[config.mk]
export PLATFORM = sky130hd
export DESIGN_NAME = idiv_iterative
export DESIGN_NICKNAME = d
export VERILOG_FILES = /design/src/hw/idiv_pkg.sv /design/src/hw/idiv_ctrl_if.sv /design/src/hw/idiv_datapath.sv /design/src/hw/idiv_controller.sv /design/src/hw/idiv_iterative.sv
export SDC_FILE = /design/constraint.sdc
export NUM_CORES = 1
export LEC_CHECK = 0
export ABC_CLOCK_PERIOD_IN_PS = 12100
export BUFFER_PORTS_ARGS = -buffer_cell sky130_fd_sc_hd__buf_2
export CORE_ASPECT_RATIO = 0.8
export CORE_UTILIZATION = 50
export DETAILED_ROUTE_END_ITERATION = 7
export PLACE_DENSITY = 0.71
export REMOVE_ABC_BUFFERS = 1
export SLEW_MARGIN = 40
export SYNTH_ARGS = -nofsm -noshare
export SYNTH_HDL_FRONTEND = slang
export SYNTH_SLANG_ARGS = --single-unit
[constraint.sdc]
create_clock -name clk_i -period 12.1 [get_ports clk_i]
set_clock_uncertainty 0.15 [all_clocks]
set_input_delay 2.42 -clock clk_i [delete_from_list [all_inputs] [get_ports clk_i]]
set_output_delay 2.42 -clock clk_i [all_outputs]
set_load 0.02 [all_outputs]
[src/hw/idiv_pkg.sv]
// shared constants of the iterative integer divider
// widths, step count, fixed latency, operand mux codes and FSM step codes
`default_nettype none

package idiv_pkg;

  // ----------------------------------------
  // widths
  // ----------------------------------------
  // operand and result width
  localparam int DATA_WIDTH = 32;
  // operand registers and adder carry one extra sign bit
  localparam int OP_WIDTH = DATA_WIDTH + 1;

  // one iterate step per bit of the extended dividend
  localparam int ITER_COUNT = DATA_WIDTH + 1;
  localparam int ITER_CNT_WIDTH = $clog2(ITER_COUNT);
  // cycles from the accepting edge to the rise of v_o
  localparam int DIV_LATENCY = 40;

  // ----------------------------------------
  // operand mux selects, one-hot
  // ----------------------------------------
  localparam int SEL_WIDTH = 3;
  // B register sources
  localparam logic [SEL_WIDTH-1:0] OPB_SEL_SHIFT  = 3'b001;
  localparam logic [SEL_WIDTH-1:0] OPB_SEL_SUM    = 3'b010;
  localparam logic [SEL_WIDTH-1:0] OPB_SEL_KEEP_C = 3'b100;
  // C register sources
  localparam logic [SEL_WIDTH-1:0] OPC_SEL_SHIFT_Q  = 3'b001;
  localparam logic [SEL_WIDTH-1:0] OPC_SEL_SUM      = 3'b010;
  localparam logic [SEL_WIDTH-1:0] OPC_SEL_DIVIDEND = 3'b100;

  // ----------------------------------------
  // controller step codes
  // ----------------------------------------
  localparam int STEP_WIDTH = 4;
  localparam logic [STEP_WIDTH-1:0] STEP_IDLE         = 4'd0;
  localparam logic [STEP_WIDTH-1:0] STEP_LATCH        = 4'd1;
  localparam logic [STEP_WIDTH-1:0] STEP_NEG_DIVISOR  = 4'd2;
  localparam logic [STEP_WIDTH-1:0] STEP_NEG_DIVIDEND = 4'd3;
  localparam logic [STEP_WIDTH-1:0] STEP_SHIFT        = 4'd4;
  localparam logic [STEP_WIDTH-1:0] STEP_ITERATE      = 4'd5;
  localparam logic [STEP_WIDTH-1:0] STEP_REPAIR       = 4'd6;
  localparam logic [STEP_WIDTH-1:0] STEP_NEG_REM      = 4'd7;
  localparam logic [STEP_WIDTH-1:0] STEP_NEG_QUOT     = 4'd8;
  localparam logic [STEP_WIDTH-1:0] STEP_DONE         = 4'd9;

endpackage

`default_nettype wire

[src/hw/idiv_ctrl_if.sv]
// divider control bundle
// operand commands go from the step controller to the datapath,
// sign and zero status comes back
`timescale 1ns/1ps
`default_nettype none

interface idiv_ctrl_if;

  // ----------------------------------------
  // commands from the controller
  // ----------------------------------------
  // A source, 1 takes the signed divisor, 0 takes the sum
  logic                               opa_sel;
  logic                               opa_ld;
  logic                               opb_ld;
  logic                               opc_ld;
  // adder input conditioning
  logic                               opa_inv;
  logic                               opb_inv;
  logic                               opa_clr;
  logic                               opb_clr;
  // one-hot selects of the B and C muxes
  logic [idiv_pkg::SEL_WIDTH-1:0]     opb_sel;
  logic [idiv_pkg::SEL_WIDTH-1:0]     opc_sel;
  // capture of the request operands
  logic                               latch_inputs;
  logic                               adder_cin;

  // ----------------------------------------
  // status from the datapath
  // ----------------------------------------
  logic                               signed_div;
  logic                               sum_neg;
  logic                               opa_neg;
  logic                               opc_neg;
  logic                               divisor_zero;

  // step controller side
  modport ctrl (
    output opa_sel, opa_ld, opb_ld, opc_ld,
    output opa_inv, opb_inv, opa_clr, opb_clr,
    output opb_sel, opc_sel, latch_inputs, adder_cin,
    input  signed_div, sum_neg, opa_neg, opc_neg, divisor_zero
  );

  // datapath side
  modport dp (
    input  opa_sel, opa_ld, opb_ld, opc_ld,
    input  opa_inv, opb_inv, opa_clr, opb_clr,
    input  opb_sel, opc_sel, latch_inputs, adder_cin,
    output signed_div, sum_neg, opa_neg, opc_neg, divisor_zero
  );

endinterface

`default_nettype wire

[src/hw/idiv_datapath.sv]
// divider datapath
// input latches, operand registers A, B and C with their muxes,
// invert and clear stages and one 33-bit adder with carry-in
// A ends as the remainder, C ends as the quotient
`timescale 1ns/1ps
`default_nettype none

module idiv_datapath (
  input  logic                            clk_i,
  input  logic [idiv_pkg::DATA_WIDTH-1:0] dividend_i,
  input  logic [idiv_pkg::DATA_WIDTH-1:0] divisor_i,
  input  logic                            signed_div_i,
  output logic [idiv_pkg::DATA_WIDTH-1:0] quotient_o,
  output logic [idiv_pkg::DATA_WIDTH-1:0] remainder_o,
  idiv_ctrl_if.dp                         ctrl
);

  // invert then clear, in front of each adder input
  function automatic logic [idiv_pkg::OP_WIDTH-1:0] condition_op(
    input logic [idiv_pkg::OP_WIDTH-1:0] op,
    input logic                          inv,
    input logic                          clr
  );
    logic [idiv_pkg::OP_WIDTH-1:0] flipped;
    flipped = op ^ {idiv_pkg::OP_WIDTH{inv}};
    return flipped & {idiv_pkg::OP_WIDTH{~clr}};
  endfunction

  // ----------------------------------------
  // request latches
  // ----------------------------------------
  logic                            signed_div_r;
  logic [idiv_pkg::DATA_WIDTH-1:0] dividend_r;
  logic [idiv_pkg::DATA_WIDTH-1:0] divisor_r;

  always_ff @(posedge clk_i) begin
    if (ctrl.latch_inputs) begin
      signed_div_r <= signed_div_i;
      dividend_r   <= dividend_i;
      divisor_r    <= divisor_i;
    end
  end

  // extension bits, only set for a signed request
  logic divisor_msb;
  logic dividend_msb;
  assign divisor_msb  = signed_div_r & divisor_r[idiv_pkg::DATA_WIDTH-1];
  assign dividend_msb = signed_div_r & dividend_r[idiv_pkg::DATA_WIDTH-1];

  // ----------------------------------------
  // operand registers and muxes
  // ----------------------------------------
  logic [idiv_pkg::OP_WIDTH-1:0] opa_r;
  logic [idiv_pkg::OP_WIDTH-1:0] opb_r;
  logic [idiv_pkg::OP_WIDTH-1:0] opc_r;
  logic [idiv_pkg::OP_WIDTH-1:0] opa_mux;
  logic [idiv_pkg::OP_WIDTH-1:0] opb_mux;
  logic [idiv_pkg::OP_WIDTH-1:0] opc_mux;
  logic [idiv_pkg::OP_WIDTH-1:0] sum;

  // A holds the divisor, later the remainder
  assign opa_mux = ctrl.opa_sel ? {divisor_msb, divisor_r} : sum;

  // B is the partial remainder
  always_comb begin
    case (ctrl.opb_sel)
      idiv_pkg::OPB_SEL_KEEP_C: opb_mux = opc_r;
      idiv_pkg::OPB_SEL_SUM:    opb_mux = sum;
      // doubled sum with the next dividend bit from the top of C
      default: opb_mux = {sum[idiv_pkg::OP_WIDTH-2:0], opc_r[idiv_pkg::OP_WIDTH-1]};
    endcase
  end

  // C shifts the dividend out at the top and the quotient in at the bottom
  always_comb begin
    case (ctrl.opc_sel)
      idiv_pkg::OPC_SEL_DIVIDEND: opc_mux = {dividend_msb, dividend_r};
      idiv_pkg::OPC_SEL_SUM:      opc_mux = sum;
      // quotient bit is set when the new partial remainder is not negative
      default: opc_mux = {opc_r[idiv_pkg::OP_WIDTH-2:0], ~sum[idiv_pkg::OP_WIDTH-1]};
    endcase
  end

  always_ff @(posedge clk_i) begin
    if (ctrl.opa_ld) begin
      opa_r <= opa_mux;
    end
    if (ctrl.opb_ld) begin
      opb_r <= opb_mux;
    end
    if (ctrl.opc_ld) begin
      opc_r <= opc_mux;
    end
  end

  // ----------------------------------------
  // adder
  // ----------------------------------------
  logic [idiv_pkg::OP_WIDTH-1:0] add_a;
  logic [idiv_pkg::OP_WIDTH-1:0] add_b;

  assign add_a = condition_op(opa_r, ctrl.opa_inv, ctrl.opa_clr);
  assign add_b = condition_op(opb_r, ctrl.opb_inv, ctrl.opb_clr);

  // carry out drops, the sum wraps at 33 bits
  assign sum = add_a + add_b + {{(idiv_pkg::OP_WIDTH-1){1'b0}}, ctrl.adder_cin};

  // status back to the controller
  assign ctrl.signed_div   = signed_div_r;
  assign ctrl.sum_neg      = sum[idiv_pkg::OP_WIDTH-1];
  assign ctrl.opa_neg      = opa_r[idiv_pkg::OP_WIDTH-1];
  assign ctrl.opc_neg      = opc_r[idiv_pkg::OP_WIDTH-1];
  assign ctrl.divisor_zero = (divisor_r == '0);

  // results straight from the operand registers
  assign quotient_o  = opc_r[idiv_pkg::DATA_WIDTH-1:0];
  assign remainder_o = opa_r[idiv_pkg::DATA_WIDTH-1:0];

endmodule

`default_nettype wire

[src/hw/idiv_controller.sv]
// divider step controller
// walks latch, negate, shift, iterate, repair and negate-back one step per
// cycle and drives every operand command of the datapath
// fixed latency, skipped work still spends its cycle
`timescale 1ns/1ps
`default_nettype none

module idiv_controller (
  input  logic    clk_i,
  input  logic    arst_n_i,
  input  logic    v_i,
  output logic    ready_o,
  output logic    v_o,
  input  logic    yumi_i,
  idiv_ctrl_if.ctrl ctrl
);

  logic [idiv_pkg::STEP_WIDTH-1:0]     step_r;
  logic [idiv_pkg::STEP_WIDTH-1:0]     step_nxt;
  logic [idiv_pkg::ITER_CNT_WIDTH-1:0] iter_cnt_r;
  logic                                iter_last;
  // sign of the previous cycle's sum
  logic                                sum_neg_r;
  // result signs, taken once the operands sit in A and C
  logic                                q_neg_r;
  logic                                r_neg_r;

  assign iter_last = (iter_cnt_r == idiv_pkg::ITER_CNT_WIDTH'(idiv_pkg::ITER_COUNT - 1));

  // handshake
  assign ready_o = (step_r == idiv_pkg::STEP_IDLE);
  assign v_o     = (step_r == idiv_pkg::STEP_DONE);

  // ----------------------------------------
  // state and flags
  // ----------------------------------------
  always_ff @(posedge clk_i or negedge arst_n_i) begin
    if (!arst_n_i) begin
      step_r     <= idiv_pkg::STEP_IDLE;
      iter_cnt_r <= '0;
      sum_neg_r  <= 1'b0;
      q_neg_r    <= 1'b0;
      r_neg_r    <= 1'b0;
    end else begin
      step_r    <= step_nxt;
      sum_neg_r <= ctrl.sum_neg;
      // quotient sign from both operands, remainder follows the dividend
      if (step_r == idiv_pkg::STEP_NEG_DIVISOR) begin
        q_neg_r <= ctrl.signed_div & (ctrl.opa_neg ^ ctrl.opc_neg);
        r_neg_r <= ctrl.signed_div & ctrl.opc_neg;
      end
      if (step_r == idiv_pkg::STEP_SHIFT) begin
        iter_cnt_r <= '0;
      end else if (step_r == idiv_pkg::STEP_ITERATE) begin
        iter_cnt_r <= iter_cnt_r + idiv_pkg::ITER_CNT_WIDTH'(1);
      end
    end
  end

  // ----------------------------------------
  // commands and next step
  // ----------------------------------------
  always_comb begin
    // idle defaults, nothing loads
    ctrl.opa_sel      = 1'b0;
    ctrl.opa_ld       = 1'b0;
    ctrl.opb_ld       = 1'b0;
    ctrl.opc_ld       = 1'b0;
    ctrl.opa_inv      = 1'b0;
    ctrl.opb_inv      = 1'b0;
    ctrl.opa_clr      = 1'b0;
    ctrl.opb_clr      = 1'b0;
    ctrl.opb_sel      = idiv_pkg::OPB_SEL_SHIFT;
    ctrl.opc_sel      = idiv_pkg::OPC_SEL_SHIFT_Q;
    ctrl.latch_inputs = 1'b0;
    ctrl.adder_cin    = 1'b0;
    step_nxt          = step_r;

    case (step_r)
      idiv_pkg::STEP_IDLE: begin
        // the accepting edge captures the request
        if (v_i) begin
          ctrl.latch_inputs = 1'b1;
          step_nxt          = idiv_pkg::STEP_LATCH;
        end
      end

      idiv_pkg::STEP_LATCH: begin
        // sign-extended divisor into A, dividend into C
        ctrl.opa_sel = 1'b1;
        ctrl.opa_ld  = 1'b1;
        ctrl.opc_sel = idiv_pkg::OPC_SEL_DIVIDEND;
        ctrl.opc_ld  = 1'b1;
        step_nxt     = idiv_pkg::STEP_NEG_DIVISOR;
      end

      idiv_pkg::STEP_NEG_DIVISOR: begin
        // A <= ~A + 1 for a negative divisor
        ctrl.opa_inv   = 1'b1;
        ctrl.opb_clr   = 1'b1;
        ctrl.adder_cin = 1'b1;
        ctrl.opa_ld    = ctrl.opa_neg;
        // stage the dividend in B for the next negation
        ctrl.opb_sel   = idiv_pkg::OPB_SEL_KEEP_C;
        ctrl.opb_ld    = 1'b1;
        step_nxt       = idiv_pkg::STEP_NEG_DIVIDEND;
      end

      idiv_pkg::STEP_NEG_DIVIDEND: begin
        // C <= ~B + 1 for a negative dividend
        ctrl.opa_clr   = 1'b1;
        ctrl.opb_inv   = 1'b1;
        ctrl.adder_cin = 1'b1;
        ctrl.opc_sel   = idiv_pkg::OPC_SEL_SUM;
        ctrl.opc_ld    = ctrl.opc_neg;
        step_nxt       = idiv_pkg::STEP_SHIFT;
      end

      idiv_pkg::STEP_SHIFT: begin
        // zero sum, so B takes only the top bit of C
        // and the first iterate subtracts
        ctrl.opa_clr = 1'b1;
        ctrl.opb_clr = 1'b1;
        ctrl.opb_ld  = 1'b1;
        ctrl.opc_ld  = 1'b1;
        step_nxt     = idiv_pkg::STEP_ITERATE;
      end

      idiv_pkg::STEP_ITERATE: begin
        // non-restoring step
        // subtract after a non-negative sum, add after a negative one
        ctrl.opa_inv   = ~sum_neg_r;
        ctrl.adder_cin = ~sum_neg_r;
        ctrl.opb_ld    = 1'b1;
        ctrl.opc_ld    = 1'b1;
        // last step keeps the unshifted partial remainder
        if (iter_last) begin
          ctrl.opb_sel = idiv_pkg::OPB_SEL_SUM;
          step_nxt     = idiv_pkg::STEP_REPAIR;
        end
      end

      idiv_pkg::STEP_REPAIR: begin
        // B <= B + A when the final partial remainder went negative
        ctrl.opb_sel = idiv_pkg::OPB_SEL_SUM;
        ctrl.opb_ld  = sum_neg_r;
        step_nxt     = idiv_pkg::STEP_NEG_REM;
      end

      idiv_pkg::STEP_NEG_REM: begin
        // remainder moves into A, negated only for a negative dividend
        ctrl.opa_clr   = 1'b1;
        ctrl.opb_inv   = r_neg_r;
        ctrl.adder_cin = r_neg_r;
        ctrl.opa_ld    = 1'b1;
        // quotient goes to B for its own negation
        ctrl.opb_sel   = idiv_pkg::OPB_SEL_KEEP_C;
        ctrl.opb_ld    = 1'b1;
        step_nxt       = idiv_pkg::STEP_NEG_QUOT;
      end

      idiv_pkg::STEP_NEG_QUOT: begin
        // C <= ~B + 1
        // a zero divisor keeps its all-ones quotient unsigned
        ctrl.opa_clr   = 1'b1;
        ctrl.opb_inv   = 1'b1;
        ctrl.adder_cin = 1'b1;
        ctrl.opc_sel   = idiv_pkg::OPC_SEL_SUM;
        ctrl.opc_ld    = q_neg_r & ~ctrl.divisor_zero;
        step_nxt       = idiv_pkg::STEP_DONE;
      end

      idiv_pkg::STEP_DONE: begin
        // results held until the consumer takes them
        if (yumi_i) begin
          step_nxt = idiv_pkg::STEP_IDLE;
        end
      end

      default: begin
        step_nxt = idiv_pkg::STEP_IDLE;
      end
    endcase
  end

endmodule

`default_nettype wire

[src/hw/idiv_iterative.sv]
// iterative integer divider, 32-bit signed or unsigned
// valid/ready request, valid/yumi result, quotient and remainder together
// step controller and datapath joined by one control bundle
`timescale 1ns/1ps
`default_nettype none

module idiv_iterative (
  input  logic                            clk_i,
  input  logic                            arst_n_i,

  // request
  input  logic                            v_i,
  output logic                            ready_o,
  input  logic [idiv_pkg::DATA_WIDTH-1:0] dividend_i,
  input  logic [idiv_pkg::DATA_WIDTH-1:0] divisor_i,
  input  logic                            signed_div_i,

  // result
  output logic                            v_o,
  output logic [idiv_pkg::DATA_WIDTH-1:0] quotient_o,
  output logic [idiv_pkg::DATA_WIDTH-1:0] remainder_o,
  input  logic                            yumi_i
);

  // ----------------------------------------
  // control bundle
  // ----------------------------------------
  idiv_ctrl_if ctrl_if ();

  // sequencing and handshake
  idiv_controller u_idiv_controller (
    .clk_i    (clk_i),
    .arst_n_i (arst_n_i),
    .v_i      (v_i),
    .ready_o  (ready_o),
    .v_o      (v_o),
    .yumi_i   (yumi_i),
    .ctrl     (ctrl_if.ctrl)
  );

  // operand storage and the adder
  idiv_datapath u_idiv_datapath (
    .clk_i        (clk_i),
    .dividend_i   (dividend_i),
    .divisor_i    (divisor_i),
    .signed_div_i (signed_div_i),
    .quotient_o   (quotient_o),
    .remainder_o  (remainder_o),
    .ctrl         (ctrl_if.dp)
  );

endmodule

`default_nettype wire

# After elaboration in Yosys (flattened, before gate mapping)
# Index checks and enable logic that the tools add are counted.
[totals] word_cells=81 reg_bits=177 in_bits=69
[classes] eq_ne=17 n_bitwise=15 mux=23 addsub=3 reduce_logical=12
[ops] cell="$pmux W33 S2" n=2
[ops] cell="$and A33 B33 Y33" n=2
[ops] cell="$xor A33 B33 Y33" n=2
[ops] cell="$pmux W4 S10" n=1
[ops] cell="$add A33 B1 Y33" n=1
[ops] cell="$add A33 B33 Y33" n=1
[ops] cell="$mux W33" n=1
[ops] cell="$logic_not A32 Y1" n=1
[ops] cell="$eq A4 B3 Y1 const B" n=4
[ops] cell="$mux W4" n=3
[ops] cell="$mux W6" n=2
[ops] cell="$pmux W3 S3" n=1
[ops] cell="$eq A4 B2 Y1 const B" n=2
[ops] cell="$eq A4 B4 Y1 const B" n=2
[ops] cell="$pmux W1 S2" n=4
[ops] cell="$reduce_or A2 Y1" n=4
[ops] cell="$reduce_or A4 Y1" n=2
[ops] cell="$add A6 B1 Y6 const B" n=1
[ops] cell="$eq A3 B2 Y1 const B" n=2
[ops] cell="$eq A3 B3 Y1 const B" n=2
[ops] cell="$eq A6 B6 Y1 const B" n=1
[ops] cell="$pmux W1 S3" n=2
[ops] cell="$pmux W3 S2" n=1
[ops] cell="$reduce_or A3 Y1" n=2
[ops] cell="11 further kinds" n=24

# Depth between registers and ports, before layout
[logic_depth] word_depth=9 depth_mapped=21

# Modules after synthesis
# A second synthesis with hierarchy kept.
[unflattened] cells_unflattened=902 hier_area_um2=9809.4
[modules_own_cells] mod="idiv_datapath" n_inst=1 seq_area_each_um2=4924.7 cells_each=785 area_each_um2=8868.5
[modules_own_cells] mod="idiv_controller" n_inst=1 seq_area_each_um2=325.3 cells_each=117 area_each_um2=940.9

# Worst setup path before layout
# Ideal clock, no wire load.
[synth_timing] path_kind="flip-flop to flip-flop" startpoint="register u_idiv_controller.step_r[0] (netlist bit)" endpoint="register u_idiv_datapath.opb_r[17] (netlist bit) (data pin)" required_time_ns=11.674 stages_incl_launch_ff=19 setup_slack_ns=7.409 t_arrival_ns=4.265 n_path_buf=2 path_cell_list="dfrtp_1 > buf_2 > and2b_1 > nand2_1 > o21ai_2 > clkbuf_1 > xnor2_1 > nor2_1 > fa_1 > fa_1 > a21o_1 > nand3_1 > a211o_2 > nand2_1 > a21o_1 > a2111oi_0 > nor3_1 > xnor2_1 > o221ai_1"
[synth_via] elab_chain_len=8 word_cells_on_any_way=29
[synth_lines] element="from (decl)" line="idiv_controller.sv:18" source="logic [idiv_pkg::STEP_WIDTH-1:0] step_r;"
[synth_lines] element="from (signal assigned)" line="idiv_controller.sv:39" source="step_r <= idiv_pkg::STEP_IDLE;"
[synth_lines] element="from (signal assigned)" line="idiv_controller.sv:45" source="step_r <= step_nxt;"
[synth_lines] element="$eq A4 B2 Y1 (tied with other cells)" line="idiv_controller.sv:79" source="case (step_r)"
[synth_lines] element="$reduce_or A2 Y1 (no line) / $reduce_or A4 Y1 (equally long branches)"
[synth_lines] element="$pmux W1 S2 / $mux W1 (equally long branches)" line="idiv_controller.sv:79"
[synth_lines] element="$xor A33 B33 Y33 / $not A1 Y1 (equally long branches)" line="idiv_datapath.sv:25, idiv_datapath.sv:26"
[synth_lines] element="$and A33 B33 Y33" line="idiv_datapath.sv:26" source="return flipped & {idiv_pkg::OP_WIDTH{~clr}};"
[synth_lines] element="$add A33 B33 Y33" line="idiv_datapath.sv:106" source="assign sum = add_a + add_b + {{(idiv_pkg::OP_WIDTH-1){1'b0}}, ctrl.adder_cin};"
[synth_lines] element="$add A33 B1 Y33" line="idiv_datapath.sv:106"
[synth_lines] element="$pmux W33 S2 (*)" line="idiv_datapath.sv:66" source="case (ctrl.opb_sel)"
[synth_lines] element="via u_idiv_datapath.opb_mux, one bit" line="idiv_datapath.sv:57" source="logic [idiv_pkg::OP_WIDTH-1:0] opb_mux;"
[synth_lines] element="to (signal assigned)" line="idiv_datapath.sv:89" source="opb_r <= opb_mux;"
[synth_lines] element="to (decl)" line="idiv_datapath.sv:54" source="logic [idiv_pkg::OP_WIDTH-1:0] opb_r;"
# The timed path passes the listed nets; every way through them passes the cells marked *.
# A chain may end at the register's enable or synchronous reset.

# Worst setup path after layout
[layout_timing] startpoint="register u_idiv_controller.step_r[2] (netlist bit)" endpoint="register u_idiv_datapath.opb_r[17] (netlist bit) (data pin)"
# The elaborated chain is that of the path after synthesis.

==> impl_results.md <==
- CTS tree: built
- Hold wc startpoint: u_idiv_controller.q_neg_r
- GRT overflow: 0
- Setup crit start: u_idiv_controller.step_r[2]
- Largest area contributor in the netlist: edfxtp_1
- M1 WL: about 12 mm
- Final worst path period need: 5430 ps
- CTS buffer count: 17
- Placed cell area: approximately 11000 µm²
- Longest Clk Path Bufs: 2
- Final Util: 59.6%
- F_max: 0.184 GHz
- Slew Viols, Final: 0
- Post-synth EDFFs: 164
- Most common cell after layout, fill and taps aside: edfxtp_1
- Hold buffer count at cts: 0
- Fillers: approximately 1600
- Placeable Area: 19000 µm²
- WL final: 24.9 mm
- Area growth syn-to-layout: 16.2%
- Async S/R FF share, synth: 7.34%
- HPWL Detailed: 16.9 mm
- Tcrit/Tclk final: 44.9%
- RSZ-0062 raised after global routing: no
- # setup viols final: 0
- Top FF cell, synth: edfxtp_1
- Critical R2R Launch: u_idiv_controller.step_r[2]
- Slew headroom: around half
- Critical Path End Type: register
- Highest metal used: met4
- Global-route wire length before repair: 39.0 mm
- Post-synthesis cell count: between 900 and 1000
- Multi-input gate area: approximately 4300 µm²
- WP data arrival: 5450 ps
- Critical path class: register to register
- Die X: about 160 µm
- Reg2reg setup slack: 6670 ps
- Vias: roughly 7500
- CP Max Fanout: 34
- WL per Instance: 19.2 µm
- H-tree levels: 4
- Share of layout cells above drive strength 1: 19.9%
- Dominant cells by area after synthesis: edfxtp_1 (50%), xnor2_1 (4.8%), xor2_1 (4.5%)
- CTS sink cnt: ~180
- Die height: 127 µm
- Setup TNS: 0 ps
- Vias in the first global route: between 7000 and 8000
- Initial Util: 51.3%
- Row cnt: 45
- First drt pass iteration count: 5
- Worst min path class: register to register
- Register area: 5250 µm²
- Vias/cell: between 5 and 6
- GP Congestion: 0.858
- Residual DRC: 0
- Yosys cell types: 68
- Initial antenna violation count: 1
- Post-synth top area share: 50.4%
- Worst-path clk slew: ~70 ps
- Critical path endpoint: u_idiv_datapath.opb_r[17]
- Die area: between 20000 and 25000 µm²
- Port bufs: 134
- Sequential-to-total area share from yosys stat: 53.8%
- WL met3: about 1.9 mm
- Slew @ Worst Pin: 745 ps
- Req. time, crit path: 12120 ps
- RR Endpoint: u_idiv_datapath.opb_r[17]
- # Post-CTS Setup Buffers: 0
- Number of max-cap violations: 0
- Setup crit start kind: register
- Layout Nets: 1126
- Average cell area after synthesis: roughly 11 µm²
- Clk_lat worst skew: roughly 440 ps
- Status: complete, no violations
- Synthesized flop and latch total: 177
- Most frequent cells in the layout: edfxtp_1 (164), buf_2 (134), nor2_1 (111)
- Cts repair resizes: 0
- Final instance area: 11300 µm²
- Final ANT Viol Nets: 0
- Initial DRC count: 783
- Synth Warn #: 0
- Reg2Reg Depth: 17
- Clock Root Buffer: clkbuf_16
- IO Pins: 135
- Largest net degree at the start of global routing: 90
- GRT Util Overall: 25.6%
- Post-Syn Area: slightly below 10000 µm²
- DR WL met2: 10.9 mm
- Antenna diode count: 0
- Final Hold Vio Count: 0
flip-flops by register name (all words and copies together), names as in the netlist:
| name | cells |
|---|---|
| u_idiv_controller.iter_cnt_r | 6 |
| u_idiv_controller.q_neg_r | 1 |
| u_idiv_controller.r_neg_r | 1 |
| u_idiv_controller.step_r | 4 |
| u_idiv_controller.sum_neg_r | 1 |
| u_idiv_datapath.ctrl.signed_div | 1 |
| u_idiv_datapath.dividend_r | 32 |
| u_idiv_datapath.divisor_r | 32 |
| u_idiv_datapath.opa_r | 33 |
| u_idiv_datapath.opb_r | 33 |
| u_idiv_datapath.opc_r | 33 |
per-layer routing:
metal / up-vias / GRT usage, %
met5: - / 0
met4: 0 / 6.73
met3: 25 / 4.68
met2: 309 / 38.2
met1: 3580 / 38.4
li1: 3571 / -
final cells by class:
class                           instances  share of cell area, %
Clock buffer                           17                   3.75
Inverter                               20                  0.662
Timing Repair Buffer                  147                   6.98
Multi-Input combinational cell        659                   38.1
Clock inverter                         15                   1.43
Sequential cell                       177                   46.3
Tap cell                              258                   2.84
synthesized netlist by cell type, types with 2 or more instances:
library cell  count
and3_1            3
a22oi_1          33
o21ai_0          81
xnor2_1          53
edfxtp_1        164
a21oi_2           3
inv_1            19
o21a_1            5
buf_2             4
o21ai_1           2
a21oi_1          39
buf_1             6
a2111oi_4         2
xor2_1           50
a21o_1            9
a31oi_1           3
nor4_1           10
o21bai_1          9
fa_1              2
a21boi_0          2
o22ai_1           2
nor2b_1           3
a211oi_1          7
o31ai_2           2
a41oi_1           2
o221ai_1         28
nand2_1          98
nand4_1           6
dfrtp_1          13
nand2b_1          7
clkbuf_1         37
nor3_1            8
nor2_1          113
nand3_1          11
a221o_1           3
ha_1             33
and2_1            2
worst max-delay path, cell delays in order, from the launching register on:
cell and delay [ps]:
dfrtp_1 790, nor2b_1 330, nand2_1 180, o21ai_4 140, buf_4 530, xnor2_1 190, nor2_1 80, fa_1 470
fa_1 430, a21o_1 190, nand3_1 100, a211o_2 180, nand2_1 110, a21o_1 230, a2111oi_0 430, nor3_1 130
xnor2_1 310, o221ai_1 170
kinds of logic (layout without fill, tap and decap cells):
| kind of cell | count (synthesis) | in the layout | share of synthesized area, % |
|---|---|---|---|
| flops | 177 | 177 | 53.8 |
| fa+ha+maj | 35 | 35 | 4.64 |
| simple gates | 269 | 269 | 11.7 |
| buf+inv | 69 | 199 | 2.79 |
| compound gates | 251 | 251 | 17.7 |
| xor+xnor | 104 | 104 | 9.40 |
per-stage QoR:
step | worst slack (ps) | instances | hold slack (ps)
2_1_floorplan | 4580 | 856 | 300
4_1_cts | 6680 | 1293 | 359
5_1_grt | 6170 | 1293 | 395
3_3_place_gp | 6790 | 1260 | 360
6_report | 6670 | 1293 | 362
3_5_place_dp | 6730 | 1261 | 341
worst min-delay path by stage:
| stage | to | cells past startpoint |
|---|---|---|
| after floorplan | u_idiv_controller.r_neg_r | 2 |
| after global placement | u_idiv_controller.q_neg_r | 2 |
| after detailed placement | u_idiv_controller.q_neg_r | 2 |
| after CTS | u_idiv_controller.q_neg_r | 2 |
| after global routing | u_idiv_controller.q_neg_r | 2 |
| final | u_idiv_controller.q_neg_r | 2 |
Power is left out: the tool's default activity adds up to more than one toggle a clock period on the data nets, which glitch-free logic cannot reach.
